$ cat src/logic/cache_pkg.sv
package cache_pkg;

    // Core word and address widths
    // Addresses count words, not bytes
    localparam int addr_w = 48;
    localparam int word_w = 24;

    // Direct-mapped geometry with 16 lines of 16 words
    localparam int off_bits = 4;
    localparam int idx_bits = 4;
    localparam int tag_bits = addr_w - off_bits - idx_bits;

    localparam int line_words = 1 << off_bits;
    localparam int num_lines = 1 << idx_bits;

    // Word address as seen by the core
    typedef logic [addr_w-1:0] addr_t;

    // One cached data word
    typedef logic [word_w-1:0] word_t;

    // Address fields
    typedef logic [idx_bits-1:0] idx_t;
    typedef logic [off_bits-1:0] off_t;
    typedef logic [tag_bits-1:0] tag_t;

    // Per-line metadata kept in the tag store
    // All zero means invalid, which is the reset value of the store
    typedef struct packed {
        logic valid;
        tag_t tag;
    } tag_entry_t;

endpackage
$ cat src/logic/cache_lookup.sv
module cache_lookup (
    input  logic                   clk,
    input  logic                   rst,
    input  cache_pkg::addr_t       f_addr,
    input  logic                   tag_we,
    input  cache_pkg::idx_t        tag_idx,
    input  cache_pkg::tag_entry_t  tag_wr,
    output cache_pkg::idx_t        idx,
    output cache_pkg::off_t        off,
    output cache_pkg::tag_t        tag,
    output logic                   hit
);

    cache_pkg::tag_entry_t entry;

    // The offset sits in the low bits with index and tag above it
    assign off = f_addr[cache_pkg::off_bits-1:0];
    assign idx = f_addr[cache_pkg::off_bits +: cache_pkg::idx_bits];
    assign tag = f_addr[cache_pkg::addr_w-1 -: cache_pkg::tag_bits];

    // Tag store, one entry per line
    // Written only when a refill completes
    cache_ram #(
        .depth     (cache_pkg::num_lines),
        .payload_t (cache_pkg::tag_entry_t)
    ) u_tag_ram (
        .clk   (clk),
        .rst   (rst),
        .we    (tag_we),
        .waddr (tag_idx),
        .raddr (idx),
        .wdata (tag_wr),
        .rdata (entry)
    );

    // Hit needs a valid line holding the same tag
    assign hit = entry.valid && (entry.tag == tag);

endmodule

$ cat src/logic/cache_ram.sv
module cache_ram #(
    parameter int depth = 16,
    parameter type payload_t = logic
) (
    input  logic                     clk,
    input  logic                     rst,
    input  logic                     we,
    input  logic [$clog2(depth)-1:0] waddr,
    input  logic [$clog2(depth)-1:0] raddr,
    input  payload_t                 wdata,
    output payload_t                 rdata
);

    payload_t mem [depth];

    // Combinational read with the result register in the caller
    assign rdata = mem[raddr];

    // Reset zeroes every entry so tag entries come up invalid
    always_ff @(posedge clk or posedge rst) begin
        if (rst) begin
            for (int i = 0; i < depth; i++) begin
                mem[i] <= '0;
            end
        end else if (we) begin
            mem[waddr] <= wdata;
        end
    end

endmodule

$ cat config.mk
export PLATFORM = sky130hd
export DESIGN_NAME = cache_lookup
export DESIGN_NICKNAME = d
export VERILOG_FILES = /design/src/logic/cache_pkg.sv /design/src/logic/cache_lookup.sv /design/src/logic/cache_ram.sv
export SDC_FILE = /design/constraint.sdc
export NUM_CORES = 1
export LEC_CHECK = 0
export BUFFER_PORTS_ARGS = -buffer_cell sky130_fd_sc_hd__buf_4
export CORE_ASPECT_RATIO = 2
export CORE_MARGIN = 5
export CORE_UTILIZATION = 25
export DETAILED_ROUTE_END_ITERATION = 8
export GPL_TIMING_DRIVEN = 0
export SETUP_SLACK_MARGIN = 0.3
export SLEW_MARGIN = 40
export SYNTH_ARGS = -nofsm -noshare
export SYNTH_HDL_FRONTEND = slang
export SYNTH_HIERARCHICAL = 1
export SYNTH_SLANG_ARGS = --single-unit
$ cat constraint.sdc
create_clock -name clk -period 24.5 [get_ports clk]
set_input_delay 2.45 -clock clk [delete_from_list [all_inputs] [get_ports clk]]
set_output_delay 2.45 -clock clk [all_outputs]
set_load 0.05 [all_outputs]
-- Yosys cells after proc, flatten, opt, wreduce, memory -nomap -nowiden
Cells that the tools add are included.
- register bits: 656
- input bits: 96
- output and inout port bits: 49
- word-level logic and storage cells: 46
- order comparisons: 3
- equal/unequal tests: 1
- muxes and demuxes: 6
- bitwise logic cells: 2
- reduce and logical (&&, ||, !) cells: 2
- operators by type and width (kind ; number):
    bitwise mux 656 bit ; 1
    binary-select mux 41 bit (select 4 bit) ; 1
    demux 41 bit (select 4 bit) ; 1
    2-to-1 mux 41 bit ; 3
    == test 40 bit ; 1
    greater-or-equal comparator 5 bit (second input constant) ; 2
    NOT 4 -> 5 bit ; 2
    < comparator 5 x 1 -> 1 bit (second input constant) ; 1
    logical AND 1 bit ; 2

-- Longest topological paths before layout
- depth after elaboration: 6
- gate-level depth with buffers: 9
- mapped depth without buffers: 7

-- Hierarchy
Netlist, hierarchy kept.
- modules (own cells, without submodules) (module ; times used ; cells an instance ; area an instance (µm²) ; sequential area each (µm²)):
    cache_ram ; 1 ; 1798 ; 29159.2 ; 16415.7
    cache_lookup ; 1 ; 103 ; 804.5 ; 0.0

-- Worst setup path after synthesis
Ideal clock, no wire load.
- kind: input port to output port
- from: in f_addr[4]
- to: out hit
- data arrival time: 5.239 ns
- required time: 22.050 ns
- path slack: 16.811 ns
- stages: 9
- buffers on the path: 2
- cell sequence: clkbuf_1 > buf_2 > mux4_2 > a22oi_1 > nand2_1 > xor2_1 > nor4_1 > nand3_1 > nor4_2
- RTL lines (what ; RTL line ; text):
    start, declared ; cache_lookup.sv:4 ; input cache_pkg::addr_t f_addr,
    end, declared ; cache_lookup.sv:11 ; output logic hit

==> impl_results.md <==
- Wire length of the first global-routing pass: 127000 um
- Port bufs: 136
- Synthesis warning total: 6
- Clk Latency, worst-skew pair: 600 ps
- Yosys reg bits: 656
- Most frequent cells in the layout: dfrtp_1, mux2_2, buf_4, mux4_2, a22oi_1
- Max reg flops: 656
- Total Routed Length: 85800 um
- Critical path's slowest cell: nor4_1
- Max-cap violations: 0
- Area added between synthesis and finish: 17.1%
- Met2 GRT Util: 0.246
- Register area share after synthesis: 0.548
- Maximum number of pins on one net before global-route repair: 80
- Crit Path Class: primary input to primary output
- Worst Setup SP: f_addr[4]
- CTS Buf Count: 52
- Die width: 255 um
- RSZ-0062 raised after global routing: no
- Max rail drop VDD: 62.3 uV
- DRT Pass-1 Iters: 5
- Power share of the clock group: 0.313
- Max clock buf depth: 3
- Crit end category: primary output
- Sw Ratio: 0.259
- Final Hold Vio Count: 0
- Antenna-violating nets left: 0
- Max FO, Critical Path: 10
- PD cells: 84.3 nW/um^2
- Layout cells sized above 1: 0.530
- # rows: 179
- Detail Placement HPWL: 62000 um
- Die footprint: 127000 um^2
- Register with the most flip-flops: u_tag_ram/mem
- Cell area after synthesis: 30000 um^2
- Post-Syn Nets: 1997
- Initial Util: 0.251
- Status: complete, no violations
- Most used cell, CP: nand2_1
- FF-to-FF path depth: 1
- Sequential share of power: 0.492
- Hold_sp: u_tag_ram/mem[53]
- # hold bufs at CTS: 0
- CTS Sinks: 656
- Relative slew slack: 0.395
- Total track usage: 0.133
- DRC Markers: 0
- Power, Total: 2.96 mW
- F_max: 0.109 GHz
- WP data required: 22050 ps
- CP endpoint: hit
- H-Tree Depth: 2
- Most Crowded Layer GR: met2
- Worst slew pin tran: 900 ps
- Logic pwr share: 0.195
- Commonest non-fill, non-tap cell in the layout: dfrtp_1
- Startpoint Class: primary input
- CTS tree: built
- Skew final: 0 ps
- Hold Path Class: flip-flop to flip-flop
- Die Ht: 500 um
- Pint: 2.19 mW
- LEAKAGE: 14.9 nW
- Top Registers: u_tag_ram/mem: 656 flops
- Via count: 17.1k
- Vias in the first global route: 19.0k
- Crit share post-route: 0.373
- Critical Path Max Stage Delay: 740 ps
- Routed len/inst: 23.3 um
- Final min period: 9130 ps
- FF-to-FF End: u_tag_ram/mem[480]
- Total Nets Final: 2197
- Core region area: 119000 um^2
- Crit-path cells: clkbuf_1 -> buf_2 -> mux4_2 -> a22oi_1 -> nand2_1 -> xor2_1 -> nor4_1 -> nand2_1 -> nor4_2 -> buf_4
- I/O Pins: 145
- Clock transition at the registers of the reported paths: 70 ps
- Yosys cell types: 27
- Final-report max-slew violation count: 0
- Initial DRC Count: 737
- Setup TNS: 0 ps
- Net Switching: 0.765 mW
- Final setup violation count: 0
- Clk root buf: clkbuf_16
- Met3 Track Usage GR: 0.0214
- Worst reg2reg path startpoint: u_tag_ram/mem[480]
- Global route overflow: 0
- Vias per std cell: 4.65
- Reg2reg setup slack: 23700 ps
- Mean Syn Cell Area: 15.8 um^2
- Mapped Cells: 1901
- GPL Wtd Cong: 0.794
- Setup bufs post-CTS: 0
- Core Util, Final: 0.294
- Initial antenna violation count: 9
- Post-CTS sizing: 0
- Grt met1 use: 0.146
- CP arrival: 6680 ps
## per-layer routing
| layer | vias to the layer above | part of all wire |
|---|---|---|
| li1 | 7379 | - |
| met1 | 9185 | 0.36 |
| met2 | 399 | 0.54 |
| met3 | 167 | 0.043 |
| met4 | 8 | 0.054 |
| met5 | - | 0.00068 |
## synth_stat cells (all sizes together)
master | number | share of area
mux2 | 656 | 0.25
nor2 | 8 | 0.0010
xor2 | 39 | 0.011
inv | 1 | 0.00013
nand2b | 5 | 0.0010
xnor2 | 1 | 0.00029
mux4 | 164 | 0.12
a22oi | 82 | 0.021
nand4 | 1 | 0.00021
nor2b | 2 | 0.00042
nand2 | 45 | 0.0056
clkbuf | 82 | 0.010
dfrtp | 656 | 0.55
nor3b | 2 | 0.00050
nor4 | 10 | 0.0023
or4 | 1 | 0.00025
buf | 133 | 0.026
and2 | 1 | 0.00021
or3 | 1 | 0.00021
nand3 | 5 | 0.00084
nand3b | 2 | 0.00050
nor3 | 4 | 0.00084
## critical path, delay by kind of cell
family,cells,cell delay [ps]
compound gates,1,340
simple gates,4,1760
buf+inv,3,1350
xor+xnor,1,200
mux,1,560
## power by group through the flow
stage	registers (mW)	clock network (mW)	logic, mW
2_1_floorplan	1.43	0	0.445
5_1_grt	1.48	0.991	0.622
4_1_cts	1.45	0.957	0.585
3_3_place_gp	1.47	0	0.562
3_5_place_dp	1.48	0	0.584
6_report	1.46	0.926	0.576
## stage by stage
stage                     setup slack [ps]  cell area, um^2  hold WS [ps]  instances
after floorplan                       3670            30000           452       1901
after global placement               -4130            32900           463       3575
after detailed placement             15410            33200           469       3585
after CTS                            15400            35100           485       3681
after global routing                 15320            35100           499       3682
final                                15370            35100           480       3686
## layout make-up
class	count	area, um^2
Fill cell	12000	84100
Antenna cell	5	12.5
Clock inverter	24	329
Clock buffer	72	1520
Timing Repair Buffer	146	1280
Multi-Input combinational cell	1029	12500
Buffer	215	1100
Inverter	1	11.3
Sequential cell	656	16400
Tap cell	1538	1920
## logic make-up (layout without fill, tap and decap cells)
logic type	count (synthesis)	after routing	synth area share
AO/OA/AOI/OAI	82	82	0.0205
XOR/XNOR	40	40	0.0117
buffers and inverters	216	458	0.0362
flip-flops	656	656	0.548
multiplexers	820	820	0.370
other	0	5	0
AND/OR/NAND/NOR	87	87	0.0139
## worst min path at each step
stage / end / slack [ps] / cells after the start
after floorplan: u_tag_ram/mem[49] / 450 / 1
after global placement: u_tag_ram/mem[50] / 460 / 1
after detailed placement: u_tag_ram/mem[54] / 470 / 1
after CTS: u_tag_ram/mem[54] / 480 / 1
after global routing: u_tag_ram/mem[54] / 500 / 1
final: u_tag_ram/mem[53] / 480 / 1
(Power assumes the default switching activity.)
