File: src/logic/cache_pkg.sv
package cache_pkg;

    // Core word and address widths
    // Addresses count words, not bytes
    localparam int addr_w = 48;
    localparam int word_w = 24;

    // Direct-mapped geometry with 16 lines of 16 words
    localparam int off_bits = 4;
    localparam int idx_bits = 4;
    localparam int tag_bits = addr_w - off_bits - idx_bits;

    localparam int line_words = 1 << off_bits;
    localparam int num_lines = 1 << idx_bits;

    // Word address as seen by the core
    typedef logic [addr_w-1:0] addr_t;

    // One cached data word
    typedef logic [word_w-1:0] word_t;

    // Address fields
    typedef logic [idx_bits-1:0] idx_t;
    typedef logic [off_bits-1:0] off_t;
    typedef logic [tag_bits-1:0] tag_t;

    // Per-line metadata kept in the tag store
    // All zero means invalid, which is the reset value of the store
    typedef struct packed {
        logic valid;
        tag_t tag;
    } tag_entry_t;

endpackage
File: src/logic/cache_miss_ctrl.sv
module cache_miss_ctrl (
    input  logic                   clk,
    input  logic                   rst,
    input  logic                   f_req,
    input  logic                   f_we,
    input  cache_pkg::addr_t       f_addr,
    input  cache_pkg::word_t       f_wdata,
    input  logic                   hit,
    input  cache_pkg::idx_t        idx,
    input  cache_pkg::tag_t        tag,
    output logic                   f_stall,
    output logic                   busy,
    output logic                   tag_we,
    output cache_pkg::idx_t        tag_idx,
    output cache_pkg::tag_entry_t  tag_wr,
    output logic                   fill_we,
    output cache_pkg::off_t        fill_off,
    output cache_pkg::word_t       fill_word,
    output logic                   b_req,
    output logic                   b_we,
    output cache_pkg::addr_t       b_addr,
    output cache_pkg::word_t       b_wdata,
    input  logic                   b_valid,
    input  cache_pkg::word_t       b_rdata
);

    typedef enum logic [1:0] {
        st_idle,
        st_refill,
        st_store
    } state_t;

    state_t           state;
    logic             issued;
    cache_pkg::off_t  beat;
    cache_pkg::idx_t  miss_idx;
    cache_pkg::tag_t  miss_tag;
    cache_pkg::addr_t st_addr;
    cache_pkg::word_t st_data;
    logic             load_miss;
    logic             store_acc;

    assign busy = (state != st_idle);
    assign load_miss = f_req && !f_we && !hit;
    assign store_acc = !busy && f_req && f_we;

    // Stores stall only while the controller is busy
    assign f_stall = busy || load_miss;

    // One request per beat until the memory has taken it
    assign b_req = busy && !issued;
    assign b_we = (state == st_store) && !issued;
    assign b_addr = (state == st_store) ? st_addr : {miss_tag, miss_idx, beat};
    assign b_wdata = st_data;

    // Each returned refill word goes straight into the data store
    assign fill_we = (state == st_refill) && b_valid;
    assign fill_off = beat;
    assign fill_word = b_rdata;

    // Tag entry commits with the last beat
    assign tag_we = fill_we && (beat == '1);
    assign tag_idx = miss_idx;
    assign tag_wr = '{valid: 1'b1, tag: miss_tag};

    always_ff @(posedge clk or posedge rst) begin
        if (rst) begin
            state  <= st_idle;
            issued <= 1'b0;
            beat   <= '0;
        end else begin
            case (state)
                st_idle: begin
                    issued <= 1'b0;
                    beat   <= '0;
                    if (store_acc) begin
                        state <= st_store;
                    end else if (load_miss) begin
                        state <= st_refill;
                    end
                end
                st_refill: begin
                    if (b_valid) begin
                        issued <= 1'b0;
                        beat   <= beat + 1'b1;
                        if (beat == '1) begin
                            state <= st_idle;
                        end
                    end else if (b_req) begin
                        issued <= 1'b1;
                    end
                end
                st_store: begin
                    if (b_valid) begin
                        issued <= 1'b0;
                        state  <= st_idle;
                    end else if (b_req) begin
                        issued <= 1'b1;
                    end
                end
                default: state <= st_idle;
            endcase
        end
    end

    // Miss line and store buffer follow the front while idle and freeze once busy
    always_ff @(posedge clk) begin
        if (!busy) begin
            miss_idx <= idx;
            miss_tag <= tag;
            st_addr  <= f_addr;
            st_data  <= f_wdata;
        end
    end

endmodule

File: config.mk
export PLATFORM = sky130hd
export DESIGN_NAME = cache_miss_ctrl
export DESIGN_NICKNAME = d
export VERILOG_FILES = /design/src/logic/cache_pkg.sv /design/src/logic/cache_miss_ctrl.sv
export SDC_FILE = /design/constraint.sdc
export NUM_CORES = 1
export LEC_CHECK = 0
export ABC_AREA = 1
export ABC_CLOCK_PERIOD_IN_PS = 12900
export BUFFER_PORTS_ARGS = -buffer_cell sky130_fd_sc_hd__buf_2
export CELL_PAD_IN_SITES_DETAIL_PLACEMENT = 0
export CELL_PAD_IN_SITES_GLOBAL_PLACEMENT = 1
export CORE_ASPECT_RATIO = 1.4
export CORE_MARGIN = 8
export CORE_UTILIZATION = 30
export CTS_CLUSTER_SIZE = 14
export DETAILED_ROUTE_END_ITERATION = 8
export PLACE_DENSITY = 0.8
export SETUP_SLACK_MARGIN = 0.2
export SLEW_MARGIN = 30
export SYNTH_ARGS = -nofsm -noshare
export SYNTH_HDL_FRONTEND = slang
export SYNTH_SLANG_ARGS = --single-unit
File: constraint.sdc
create_clock -name clk -period 12.9 [get_ports clk]
set_input_delay 1.29 -clock clk [delete_from_list [all_inputs] [get_ports clk]]
set_output_delay 1.29 -clock clk [all_outputs]
set_load 0.02 [all_outputs]
# ---- Word level (Yosys, flattened, before mapping)
# Index checks and enable logic that the tools add are counted.
dict set report totals {
  elab_cells 49
  register_bits 123
  input_bits 146
}
dict set report classes {
  eq_ne 8
  add_sub_neg 1
  n_reduce_logical 21
  mux 12
}
# cell n
set op_table {}
lappend op_table {{two-way mux 48 bit} 1}
lappend op_table {{two-way mux 2 bit} 5}
lappend op_table {{logical AND 1 bit} 8}
lappend op_table {{one-hot mux 4 bit (2 select lines)} 1}
lappend op_table {{one-hot mux 2 bit (3 select lines)} 1}
lappend op_table {{nonzero test 2 bit} 3}
lappend op_table {{adder 4 x 1 -> 4 bit (second input constant)} 1}
lappend op_table {{== test 4 bit (second input constant)} 1}
lappend op_table {{logical NOT 1 bit} 4}
lappend op_table {{two-way mux 4 bit} 1}
lappend op_table {{inequality test 2 bit (second input constant)} 2}
lappend op_table {{AND reduction 2 bit} 2}
lappend op_table {{AND reduction 4 bit} 1}
lappend op_table {{inequality test 3 x 1 -> 1 bit (second input constant)} 1}
lappend op_table {{inequality test 3 bit (second input constant)} 1}
lappend op_table {{== test 2 x 1 -> 1 bit (second input constant)} 1}
lappend op_table {{== test 2 bit (second input constant)} 1}
lappend op_table {{logical NOT 2 bit} 1}
lappend op_table {{two-way mux 1 bit} 2}
lappend op_table {{inequality test 2 x 1 -> 1 bit (second input constant)} 1}
lappend op_table {{one-hot mux 1 bit (2 select lines)} 1}
lappend op_table {{OR reduction 2 bit} 1}
lappend op_table {{logical OR 1 bit} 1}

# ---- Longest topological paths before layout
# Gate-level depths: netlist (run 1).
dict set report depth {
  word_depth 6
  depth_mapped 9
  mapped_depth_nobuf 8
}

# ---- Worst setup path before layout (run 1)
# OpenSTA, ideal clock, no wires.
dict set report synth_path {
  path_kind {register -> output}
  from {register state[0]}
  to {output f_stall}
  path_stages_with_launch 4
  n_path_buf 0
  arrival_ns 4.015
  slack_ns 7.595
  path_cell_list {dfrtp_1 -> inv_1 -> ha_1 -> nand2_1}
}
dict set report synth_between {
  elab_chain_cells 2
}
# item line_no
set synth_rtl {}
lappend synth_rtl {{from (decl)} cache_miss_ctrl.sv:33} ;# state_t state;
lappend synth_rtl {{from (signal assigned)} cache_miss_ctrl.sv:68} ;# state <= st_idle;
lappend synth_rtl {{from (signal assigned)} cache_miss_ctrl.sv:77} ;# state <= st_store;
lappend synth_rtl {{from (signal assigned)} cache_miss_ctrl.sv:79} ;# state <= st_refill;
lappend synth_rtl {{nonzero test 2 bit} cache_miss_ctrl.sv:43} ;# assign busy = (state != st_idle);
lappend synth_rtl {{logical OR 1 bit} cache_miss_ctrl.sv:48} ;# assign f_stall = busy || load_miss;
lappend synth_rtl {{to (decl)} cache_miss_ctrl.sv:11} ;# output logic f_stall,
# Every way passes these cells.

# ---- Final worst setup path (run 1)
dict set report layout_path {
  from {register state[0]}
  to {output b_req}
}
dict set report layout_between {
  elab_chain_cells 2
}
# item line_no
set layout_rtl {}
lappend layout_rtl {{nonzero test 2 bit} cache_miss_ctrl.sv:43}
lappend layout_rtl {{logical AND 1 bit} cache_miss_ctrl.sv:51} ;# assign b_req = busy && !issued;
lappend layout_rtl {{to (decl)} cache_miss_ctrl.sv:19} ;# output logic b_req,
# Every way passes these cells.

==> results.sh, run 1 <==
export IMPL_drc_errors=0
export IMPL_hold_violations=0
export IMPL_grt_pass1_wl_mm=20.5
export IMPL_cts_tree="done"
export IMPL_place_inst=771
export IMPL_antenna_left=0
export IMPL_synth_area_leaders="edfxtp_1 (73%), nand2_1 (12%), buf_4 (4.6%)"
export IMPL_antenna_found_initial=4
export IMPL_overflow=0
export IMPL_portBuffers=247
export IMPL_synth_area_um2=4760
export IMPL_p_per_area_nw_per_um2=284
export IMPL_core_area_um2=15500
export IMPL_drt_iter0_drc=157
export IMPL_register_area_um2=3660
export IMPL_cp_arrival_ns=2.67
export IMPL_start_util=0.306
export IMPL_cp_max_fo=67
export IMPL_avgSynthCellArea_um2=13.2
export IMPL_antenna_cells=0
export IMPL_grt_pass1_vias=3850
export IMPL_cts_buffers=17
export IMPL_p_leak_uw=0.00311
export IMPL_fin_crit_sh=0.307
export IMPL_post_cts_resized=0
export IMPL_ir_drop_mv=0.154
export IMPL_setup_violations=0
export IMPL_drt_wl_total_mm=13.9
export IMPL_worstMarginPinSlew_ns=0.829
export IMPL_clockRootBuffer="clkbuf_16"
export IMPL_firstDrtPassIters=4
export IMPL_period_needed_ns=3.96
export IMPL_worstPathRequired_ns=11.61
export IMPL_worstSkewPairLatency_ns=0.40
export IMPL_groute_usage_overall=0.136
export IMPL_maxCapViolations=0
export IMPL_synth_top_area_cell="edfxtp_1"
export IMPL_path_class="reg -> out"
export IMPL_synth_distinct_cells=20
export IMPL_dp_hpwl_mm=10.7
export IMPL_worst_hold_path_type="reg -> reg"
export IMPL_ys_seq_elements=123
export IMPL_rows=54
export IMPL_hold_buffers=0
export IMPL_die_h_um=165
export IMPL_fmax_ghz=0.252
export IMPL_multiInputGateArea_um2=810
export IMPL_clock_skew_ns=0.00928
export IMPL_ys_warn_count=0
export IMPL_clkSlewWorstSetupHoldPaths_ns=0.05
export IMPL_wl_per_cell_um=17.4
export IMPL_finalNetCount=745
export IMPL_yosysSeqAreaShare=0.768
export IMPL_fill_cells=1465
export IMPL_vias=3483
export IMPL_max_slew_margin_rel=0.446
export IMPL_htree_num_levels=4
export IMPL_area_delta_synth_final_pct=39.4
export IMPL_die_x_um=122
export IMPL_slew_viol_final=0
export IMPL_status="complete, no violations"
export IMPL_die_area_um2=20200
export IMPL_fin_tns_setup_ns=0
export IMPL_cts_max_path_buffers=2
export IMPL_grt_max_degree=68
export IMPL_gp_congestion=0.760
export IMPL_drive_gt1_frac=0.476
export IMPL_post_cts_setup_buffers=0
export IMPL_cp_end_kind="output pin"
export IMPL_pin_count=297
export IMPL_syn_inst=361
export IMPL_vias_per_cell=4.34
export IMPL_final_cells=803
export IMPL_startpoint_type="flop"
export IMPL_synth_nets=512
export IMPL_cts_sinks=123
export IMPL_rsz0062_at_grt="no"
export IMPL_yosysTopAreaCellShare=0.732
layer usage:
metal | share of wire | vias up | track usage
met5 | 0.0039 | - | 0
met4 | 0.039 | 8 | 0.0828
met3 | 0.10 | 60 | 0.0718
met2 | 0.52 | 161 | 0.233
met1 | 0.34 | 1602 | 0.124
li1 | - | 1652 | -
logic make-up (layout without fill, tap and decap cells):
kind of cell	Yosys count	in the layout	share of synthesized area
other cells	1	1	0.000788
flops	123	123	0.768
simple gates	172	172	0.140
xor+xnor	1	1	0.00184
compound gates	8	8	0.0108
buf+inv	51	297	0.0647
fa+ha+maj	5	5	0.0131
through the flow:
stage	setup slack (ns)	utilization	power, uW	instance area [um^2]	hold WS [ns]
floorplan	7.59	-	1170	4760	0.489
global placement	9.38	0.388	1410	6020	0.509
detailed placement	9.30	0.388	1420	6020	0.531
CTS	8.85	0.427	1920	6640	0.544
global route	8.70	0.427	2000	6640	0.577
finish	8.94	0.427	1890	6640	0.547
state kept, by name, indices dropped and copies added (netlist names):
| signal | count |
|---|---|
| tag_idx | 4 |
| b_wdata | 24 |
| miss_tag | 40 |
| fill_off | 4 |
| st_addr | 48 |
| state | 2 |
| issued | 1 |
critical path, cell delays in order, from the launching register on:
cell	delay, ns
dfrtp_1	0.41
inv_1	0.14
ha_4	0.64
buf_4	0.77
nor2_1	0.10
buf_2	0.19
worst paths after layout:
| kind | startpoint | to | slack [ns] | depth (start not counted) |
|---|---|---|---|---|
| worst max-delay path | state[0] | b_req | 8.94 | 5 |
| worst min-delay path | state[0] | state[0] | 0.55 | 2 |
| worst max register to register | state[0] | miss_tag[16] | 10.52 | 3 |
| worst min register to register | state[0] | state[0] | 0.55 | 2 |
| max in group asynchronous | rst | fill_off[0] | 11.86 | 2 |
| min in group asynchronous | rst | fill_off[3] | 0.82 | 2 |
cells in the final DEF (no fill, tap or decap):
cell type	n
buf_2	247
nand2_1	152
edfxtp_1	116
clkbuf_16	17
inv_1	12
nor2_1	8
dfrtp_1	7
nand3_1	6
inv_6	5
o21ai_1	4
clkinvlp_4	4
nand2_2	3
ha_1	3
bufinv_16	3
clkinv_1	2
inv_2	2
a21oi_1	2
nand4_1	2
clkinv_4	2
buf_4	2
o21ai_4	1
xor2_1	1
o21ai_0	1
or2_1	1
ha_4	1
ha_2	1
conb_1	1
clkinv_2	1
synth_stat cells (all sizes together):
master	instances
edfxtp	116
a21oi	2
nor2	8
conb	1
buf	35
ha	5
dfrtp	7
nand2	155
nand4	2
nand3	6
clkinv	2
inv	14
or2	1
xor2	1
o21ai	6
final cells by class:
class,instances,area share
flip-flops and latches,123,0.551
repair buffers,249,0.189
multi-input cells,187,0.122
clock buffers,17,0.0641
well taps,196,0.0370
clock inverters,15,0.0281
inverters,16,0.00905
where the power goes:
group          leakage (uW)  internal, uW  switching (uW)
sequential          0.00123           634            52.9
combinational       0.00159           193             520
clock              0.000287           307             181
No activity file was read; power rests on OpenSTA's default activity.
==> run 2, diff against run 1 <==
--- a/config.mk
+++ b/config.mk
@@ -6,16 +6,16 @@
 export NUM_CORES = 1
 export LEC_CHECK = 0
 export ABC_AREA = 1
-export ABC_CLOCK_PERIOD_IN_PS = 12900
+export ABC_CLOCK_PERIOD_IN_PS = 3500
 export BUFFER_PORTS_ARGS = -buffer_cell sky130_fd_sc_hd__buf_2
 export CELL_PAD_IN_SITES_DETAIL_PLACEMENT = 0
 export CELL_PAD_IN_SITES_GLOBAL_PLACEMENT = 1
 export CORE_ASPECT_RATIO = 1.4
 export CORE_MARGIN = 8
-export CORE_UTILIZATION = 30
+export CORE_UTILIZATION = 29
 export CTS_CLUSTER_SIZE = 14
 export DETAILED_ROUTE_END_ITERATION = 8
-export PLACE_DENSITY = 0.8
+export PLACE_DENSITY = 0.81
 export SETUP_SLACK_MARGIN = 0.2
 export SLEW_MARGIN = 30
 export SYNTH_ARGS = -nofsm -noshare
==> constraint.sdc (replaced) <==
create_clock -name clk -period 3.5 [get_ports clk]
set_input_delay 0.35 -clock clk [delete_from_list [all_inputs] [get_ports clk]]
set_output_delay 0.35 -clock clk [all_outputs]
set_load 0.02 [all_outputs]
==> run 2 against run 1 <==
Net effect: first-iteration DRC count decreased by 19%; register-to-register slack got worse by 9.1 ns; cell count increased by 0.50%; largest power group unchanged; clock-buffer cell count increased by 1; combinational power increased to 3.7 times the previous value; critical path type unchanged.
==> results.sh, run 2 (synthesized netlist as in run 1, its figures left out) <==
export IMPL_drt_iter0_drc=127
export IMPL_placed_area_um2=6040
export IMPL_post_cts_setup_buffers=0
export IMPL_overflow=0
export IMPL_setup_violations=0
export IMPL_status="complete, no violations"
export IMPL_p_total_uw=6940
export IMPL_cp_end_kind="output pin"
export IMPL_core_area_um2=16100
export IMPL_grtUsageMet2=0.234
export IMPL_seqPwrFrac=0.367
export IMPL_wl_per_cell_um=17.4
export IMPL_finalNetCount=746
export IMPL_worstMarginPinSlew_ns=0.856
export IMPL_design_area_um2=6640
export IMPL_start_util=0.296
export IMPL_cts_buffers=17
export IMPL_drive_gt1_frac=0.474
export IMPL_area_delta_synth_final_pct=39.5
export IMPL_startpoint_type="flop"
export IMPL_cts_sinks=123
export IMPL_clockRootBuffer="clkbuf_16"
export IMPL_cp_max_fo=46
export IMPL_vias_per_cell=4.30
export IMPL_fmax_ghz=0.358
export IMPL_fin_tns_setup_ns=0
export IMPL_p_leak_uw=0.00312
export IMPL_p_per_area_nw_per_um2=1040
export IMPL_p_int_uw=4130
export IMPL_vias=3474
export IMPL_met3_usage=0.0695
export IMPL_final_cell_mix="buf_2 (247), nand2_1 (152), edfxtp_1 (116)"
export IMPL_portBuffers=247
export IMPL_firstDrtPassIters=4
export IMPL_p_clk_frac=0.253
export IMPL_die_h_um=168
export IMPL_clock_skew_ns=0.00693
export IMPL_top_register="st_addr"
export IMPL_antenna_left=0
export IMPL_crit_slowest_cell="inv_2"
export IMPL_pin_count=297
export IMPL_worst_hold_path_type="in -> reg"
export IMPL_clkSlewWorstSetupHoldPaths_ns=0.06
export IMPL_gp_congestion=0.766
export IMPL_cp_common_cell="nand2_1"
export IMPL_slew_viol_final=0
export IMPL_hold_violations=0
export IMPL_max_slew_margin_rel=0.429
export IMPL_ir_drop_mv=0.562
export IMPL_worstPathRequired_ns=3.15
export IMPL_final_common_cell="buf_2"
export IMPL_drc_errors=0
export IMPL_cp_arrival_ns=2.44
export IMPL_fin_crit_sh=0.798
export IMPL_grt_pass1_vias=3950
export IMPL_worstSkewPairLatency_ns=0.41
export IMPL_antenna_cells=0
export IMPL_switching_share=0.404
export IMPL_die_area_um2=20800
export IMPL_die_x_um=124
export IMPL_cp_top_family="buffers and inverters"
export IMPL_dp_hpwl_mm=10.8
export IMPL_p_sw_uw=2800
export IMPL_htree_num_levels=4
export IMPL_p_comb_frac=0.380
export IMPL_use_met1=0.112
export IMPL_cts_tree="done"
export IMPL_crit_chain="inv_1 > ha_2 > inv_2 > nand2_1 > nand2_1 > buf_2"
export IMPL_path_class="reg -> out"
export IMPL_antenna_found_initial=4
export IMPL_cts_max_path_buffers=2
export IMPL_grt_max_degree=68
export IMPL_grt_busiest_layer="met2"
export IMPL_rsz0062_at_grt="no"
export IMPL_period_needed_ns=2.79
export IMPL_critPathBufInv=3
export IMPL_largest_reg_flops=48
export IMPL_grt_pass1_wl_mm=21.0
export IMPL_holdWs_ns=0.110
export IMPL_maxCapViolations=0
export IMPL_cp_slowest_stage_delay_ns=0.69
export IMPL_post_route_util=0.412
export IMPL_groute_usage_overall=0.131
export IMPL_rows=55
export IMPL_drt_wl_total_mm=14.0
## run 2: cell types whose count changed in the layout (fill, tap and decap cells not counted), sizes merged
cell,delta
inv,+2
dlygate4sd3,+1
clkbuf,+1
bufinv,-1
clkinvlp,-2
## run 2: final timing paths
kind / endpoint / cells after the start / startpoint / slack, ns
worst max-delay path: b_addr[10] / 6 / state[0] / 0.71
min in group asynchronous: fill_off[3] / 3 / rst / 0.43
worst max register to register: miss_tag[39] / 3 / state[0] / 1.45
max in group asynchronous: fill_off[2] / 3 / rst / 2.84
worst min-delay path: miss_tag[18] / 1 / tag[18] / 0.11
worst min register to register: state[1] / 2 / state[1] / 0.56
## run 2: per-stage QoR
stage,worst slack [ns],instances
5_1_grt,0.446,807
3_3_place_gp,1.15,774
2_1_floorplan,0.558,361
4_1_cts,0.636,807
6_report,0.706,807
3_5_place_dp,1.09,774
## run 2: worst reg2reg max path, delay by kind of cell (launching register included)
| family | cells | cell delay, ns |
|---|---|---|
| adders and majority gates | 1 | 0.63 |
| buffers and inverters | 2 | 0.59 |
| DFF | 1 | 0.43 |
## run 2: layout make-up
class	instances	area (um^2)
tap	199	249
clock buffer	18	429
timing repair buffer	250	1270
clock inverter	14	160
multi-input combinational	187	810
sequential	123	3660
inverter	16	60.1
fill	1570	9460
## run 2: power by group through the flow
stage | sequential, uW | clock [uW] | combinational [uW]
2_1_floorplan | 2920 | 0 | 1360
3_3_place_gp | 2550 | 0 | 2670
3_5_place_dp | 2580 | 0 | 2710
4_1_cts | 2550 | 1800 | 2720
5_1_grt | 2600 | 1860 | 2870
6_report | 2540 | 1750 | 2640
## run 2: repair_timing
item                      4_1_cts  5_1_grt
hold buffers                    1        0
hold endpoints to repair        7        0
gates resized for setup         0        0
## run 2: routing by layer
| layer | vias to the layer above | routed length (um) |
|---|---|---|
| met3 | 56 | 1390 |
| met2 | 167 | 7310 |
| met5 | - | 52 |
| met1 | 1589 | 4660 |
| met4 | 8 | 614 |
| li1 | 1654 | - |
==> run 3, diff against run 2 <==
--- a/config.mk
+++ b/config.mk
@@ -5,17 +5,17 @@
 export SDC_FILE = /design/constraint.sdc
 export NUM_CORES = 1
 export LEC_CHECK = 0
-export ABC_AREA = 1
-export ABC_CLOCK_PERIOD_IN_PS = 3500
+export ABC_AREA = 0
+export ABC_CLOCK_PERIOD_IN_PS = 2600
 export BUFFER_PORTS_ARGS = -buffer_cell sky130_fd_sc_hd__buf_2
 export CELL_PAD_IN_SITES_DETAIL_PLACEMENT = 0
 export CELL_PAD_IN_SITES_GLOBAL_PLACEMENT = 1
 export CORE_ASPECT_RATIO = 1.4
 export CORE_MARGIN = 8
-export CORE_UTILIZATION = 29
+export CORE_UTILIZATION = 30
 export CTS_CLUSTER_SIZE = 14
 export DETAILED_ROUTE_END_ITERATION = 8
-export PLACE_DENSITY = 0.81
+export PLACE_DENSITY = 0.78
 export SETUP_SLACK_MARGIN = 0.2
 export SLEW_MARGIN = 30
 export SYNTH_ARGS = -nofsm -noshare
==> constraint.sdc (replaced) <==
create_clock -name clk -period 2.6 [get_ports clk]
set_input_delay 0.26 -clock clk [delete_from_list [all_inputs] [get_ports clk]]
set_output_delay 0.26 -clock clk [all_outputs]
set_load 0.02 [all_outputs]
==> run 3 against run 2 <==
Net effect: hold slack got worse by 0.084 ns; first-iteration DRC count fell by 23%; critical path type unchanged; synthesized area fell by 0.76%; non-clock buffer count rose by 4; largest power group is now registers; clock skew rose by 0.0083 ns; combinational power rose by 31%; via count fell by 13%; register-to-register slack got worse by 0.64 ns; die area fell by 3.6%; flip-flop and latch count did not move; synthesized cell count fell by 32%; clock-buffer cell count did not move.
==> results.sh, run 3 <==
export IMPL_final_common_cell="buf_2"
export IMPL_grt_max_degree=43
export IMPL_antenna_found_initial=0
export IMPL_htree_num_levels=4
export IMPL_placed_area_um2=6060
export IMPL_drive_gt1_frac=0.635
export IMPL_synth_area_um2=4720
export IMPL_largest_reg_flops=48
export IMPL_slew_viol_final=0
export IMPL_fmax_ghz=0.446
export IMPL_reg2reg_from="state[0]"
export IMPL_period_needed_ns=2.24
export IMPL_firstDrtPassIters=4
export IMPL_overflow=0
export IMPL_antenna_left=0
export IMPL_hp_start="tag[22]"
export IMPL_worstSkewPairLatency_ns=0.40
export IMPL_holdWs_ns=0.0266
export IMPL_antenna_cells=0
export IMPL_synth_distinct_cells=27
export IMPL_ir_drop_mv=0.763
export IMPL_wl_per_cell_um=19.4
export IMPL_synth_most_common_cell="edfxtp_1"
export IMPL_ys_warn_count=0
export IMPL_top_register="st_addr"
export IMPL_register_area_um2=3660
export IMPL_reg2reg_slack_ns=0.81
export IMPL_core_area_um2=15500
export IMPL_portBuffers=247
export IMPL_yosysSeqAreaShare=0.774
export IMPL_worstPathRequired_ns=2.34
export IMPL_die_x_um=122
export IMPL_max_slew_margin_rel=0.580
export IMPL_grt_pass1_vias=3547
export IMPL_die_area_um2=20100
export IMPL_yosysTopAreaCellShare=0.737
export IMPL_synth_nets=396
export IMPL_post_cts_setup_buffers=0
export IMPL_synthArstFlopShare=0.0569
export IMPL_vias=3024
export IMPL_clkSlewWorstSetupHoldPaths_ns=0.06
export IMPL_hold_depth=1
export IMPL_fin_crit_sh=0.863
export IMPL_synth_edf_count=116
export IMPL_drt_wl_total_mm=13.4
export IMPL_ys_flop_type="edfxtp_1"
export IMPL_synth_area_leaders="edfxtp_1 (74%), mux2_2 (6.0%), mux2_1 (5.5%)"
export IMPL_ys_seq_elements=123
export IMPL_clock_skew_ns=0.0152
export IMPL_clockRootBuffer="clkbuf_16"
export IMPL_cp_end_kind="output pin"
export IMPL_met3_usage=0.0592
export IMPL_pin_count=297
export IMPL_rsz0062_at_grt="no"
export IMPL_use_met1=0.117
export IMPL_avgSynthCellArea_um2=19.3
export IMPL_fin_tns_setup_ns=0
export IMPL_path_class="reg -> out"
export IMPL_vias_per_cell=4.36
export IMPL_rows=54
export IMPL_ys_top_cells_by_count="edfxtp_1 (116), buf_4 (27), mux2_2 (25), mux2_1 (23), dfrtp_1 (7)"
export IMPL_p_leak_uw=0.00290
export IMPL_reg2reg_to="st_addr[6]"
export IMPL_p_per_area_nw_per_um2=1400
export IMPL_worstMarginPinSlew_ns=0.630
export IMPL_status="complete, no violations"
export IMPL_die_h_um=164
export IMPL_cts_tree="done"
export IMPL_syn_inst=245
export IMPL_gp_congestion=0.748
export IMPL_groute_usage_overall=0.133
export IMPL_grt_busiest_layer="met2"
export IMPL_r2r_cells=3
export IMPL_cts_max_path_buffers=2
export IMPL_final_cell_mix="buf_2 (247), edfxtp_1 (116), mux2_2 (25)"
export IMPL_hold_violations=0
export IMPL_min_to="miss_tag[22]"
export IMPL_design_area_um2=6680
export IMPL_setup_violations=0
export IMPL_cp_max_fo=27
export IMPL_cts_sinks=123
export IMPL_cp_arrival_ns=1.98
export IMPL_grt_pass1_wl_mm=19.6
export IMPL_finalNetCount=636
export IMPL_dp_hpwl_mm=10.5
export IMPL_cts_buffers=17
export IMPL_start_util=0.305
export IMPL_drc_errors=0
export IMPL_drt_iter0_drc=98
export IMPL_multiInputGateArea_um2=831
export IMPL_worst_hold_path_type="in -> reg"
export IMPL_area_delta_synth_final_pct=41.4
export IMPL_synth_top_area_cell="edfxtp_1"
export IMPL_maxCapViolations=0
export IMPL_grtUsageMet2=0.244
export IMPL_startpoint_type="flop"
export IMPL_fill_cells=1419
==> run 3: timing repair <==
action	CTS	global route
gates resized for setup	0	2
hold endpoints to repair	7	0
setup endpoints to repair	0	43
hold buffers	1	0
==> run 3: cells by family after synthesis <==
kind of cell / Yosys count / share of synthesized area
AO/OA/AOI/OAI: 12 / 0.0228
adder cells (fa/ha/maj): 5 / 0.0132
buffers and inverters: 38 / 0.0530
flip-flops: 123 / 0.774
multiplexers: 50 / 0.119
other: 1 / 0.000794
AND/OR/NAND/NOR: 16 / 0.0172
==> run 3: area by class of cell <==
| cell class | instances | share of cell area |
|---|---|---|
| Multi-Input combinational cell | 84 | 0.124 |
| Inverter | 5 | 0.00281 |
| Clock buffer | 18 | 0.0642 |
| Tap cell | 196 | 0.0367 |
| Timing Repair Buffer | 254 | 0.198 |
| Sequential cell | 123 | 0.548 |
| Clock inverter | 14 | 0.0260 |
==> run 3: how the worst max path moves through the flow <==
stage                         from          end  slack (ns)  depth (start not counted)
after global placement    state[0]   b_addr[32]        0.74                          5
after CTS                 state[0]   b_addr[28]        0.24                          5
after detailed placement  state[0]   b_addr[28]        0.68                          5
after floorplan           state[0]  fill_off[3]        0.29                          6
final                     state[0]   b_addr[28]        0.36                          5
after global routing      state[0]    b_addr[7]        0.23                          5
==> run 3: metal layers <==
layer  vias up  share of wire  wire [um]
met5         -              0          0
met4         0          0.031        418
met3        34          0.085       1140
met2       147           0.56       7550
met1      1454           0.32       4330
li1       1389              -          -
==> run 3: critical path, cell delays in order, from the launching register on <==
cell and delay (ns):
dfrtp_1 0.42, inv_1 0.14, ha_2 0.22, buf_6 0.26, mux2_2 0.38, buf_2 0.16
==> run 3: power by group <==
part / internal, uW / switching (uW)
clock: 1460 / 958
combinational: 1180 / 2280
sequential: 3180 / 311
total: 5810 / 3550
==> run 3: per-stage QoR <==
stage / power (uW) / worst slack (ns) / utilization / cells
after floorplan: 5680 / 0.293 / - / 245
after global placement: 6970 / 0.744 / 0.392 / 661
after detailed placement: 7050 / 0.684 / 0.392 / 661
after CTS: 9510 / 0.241 / 0.431 / 694
after global routing: 9840 / 0.227 / 0.432 / 694
final: 9360 / 0.356 / 0.432 / 694
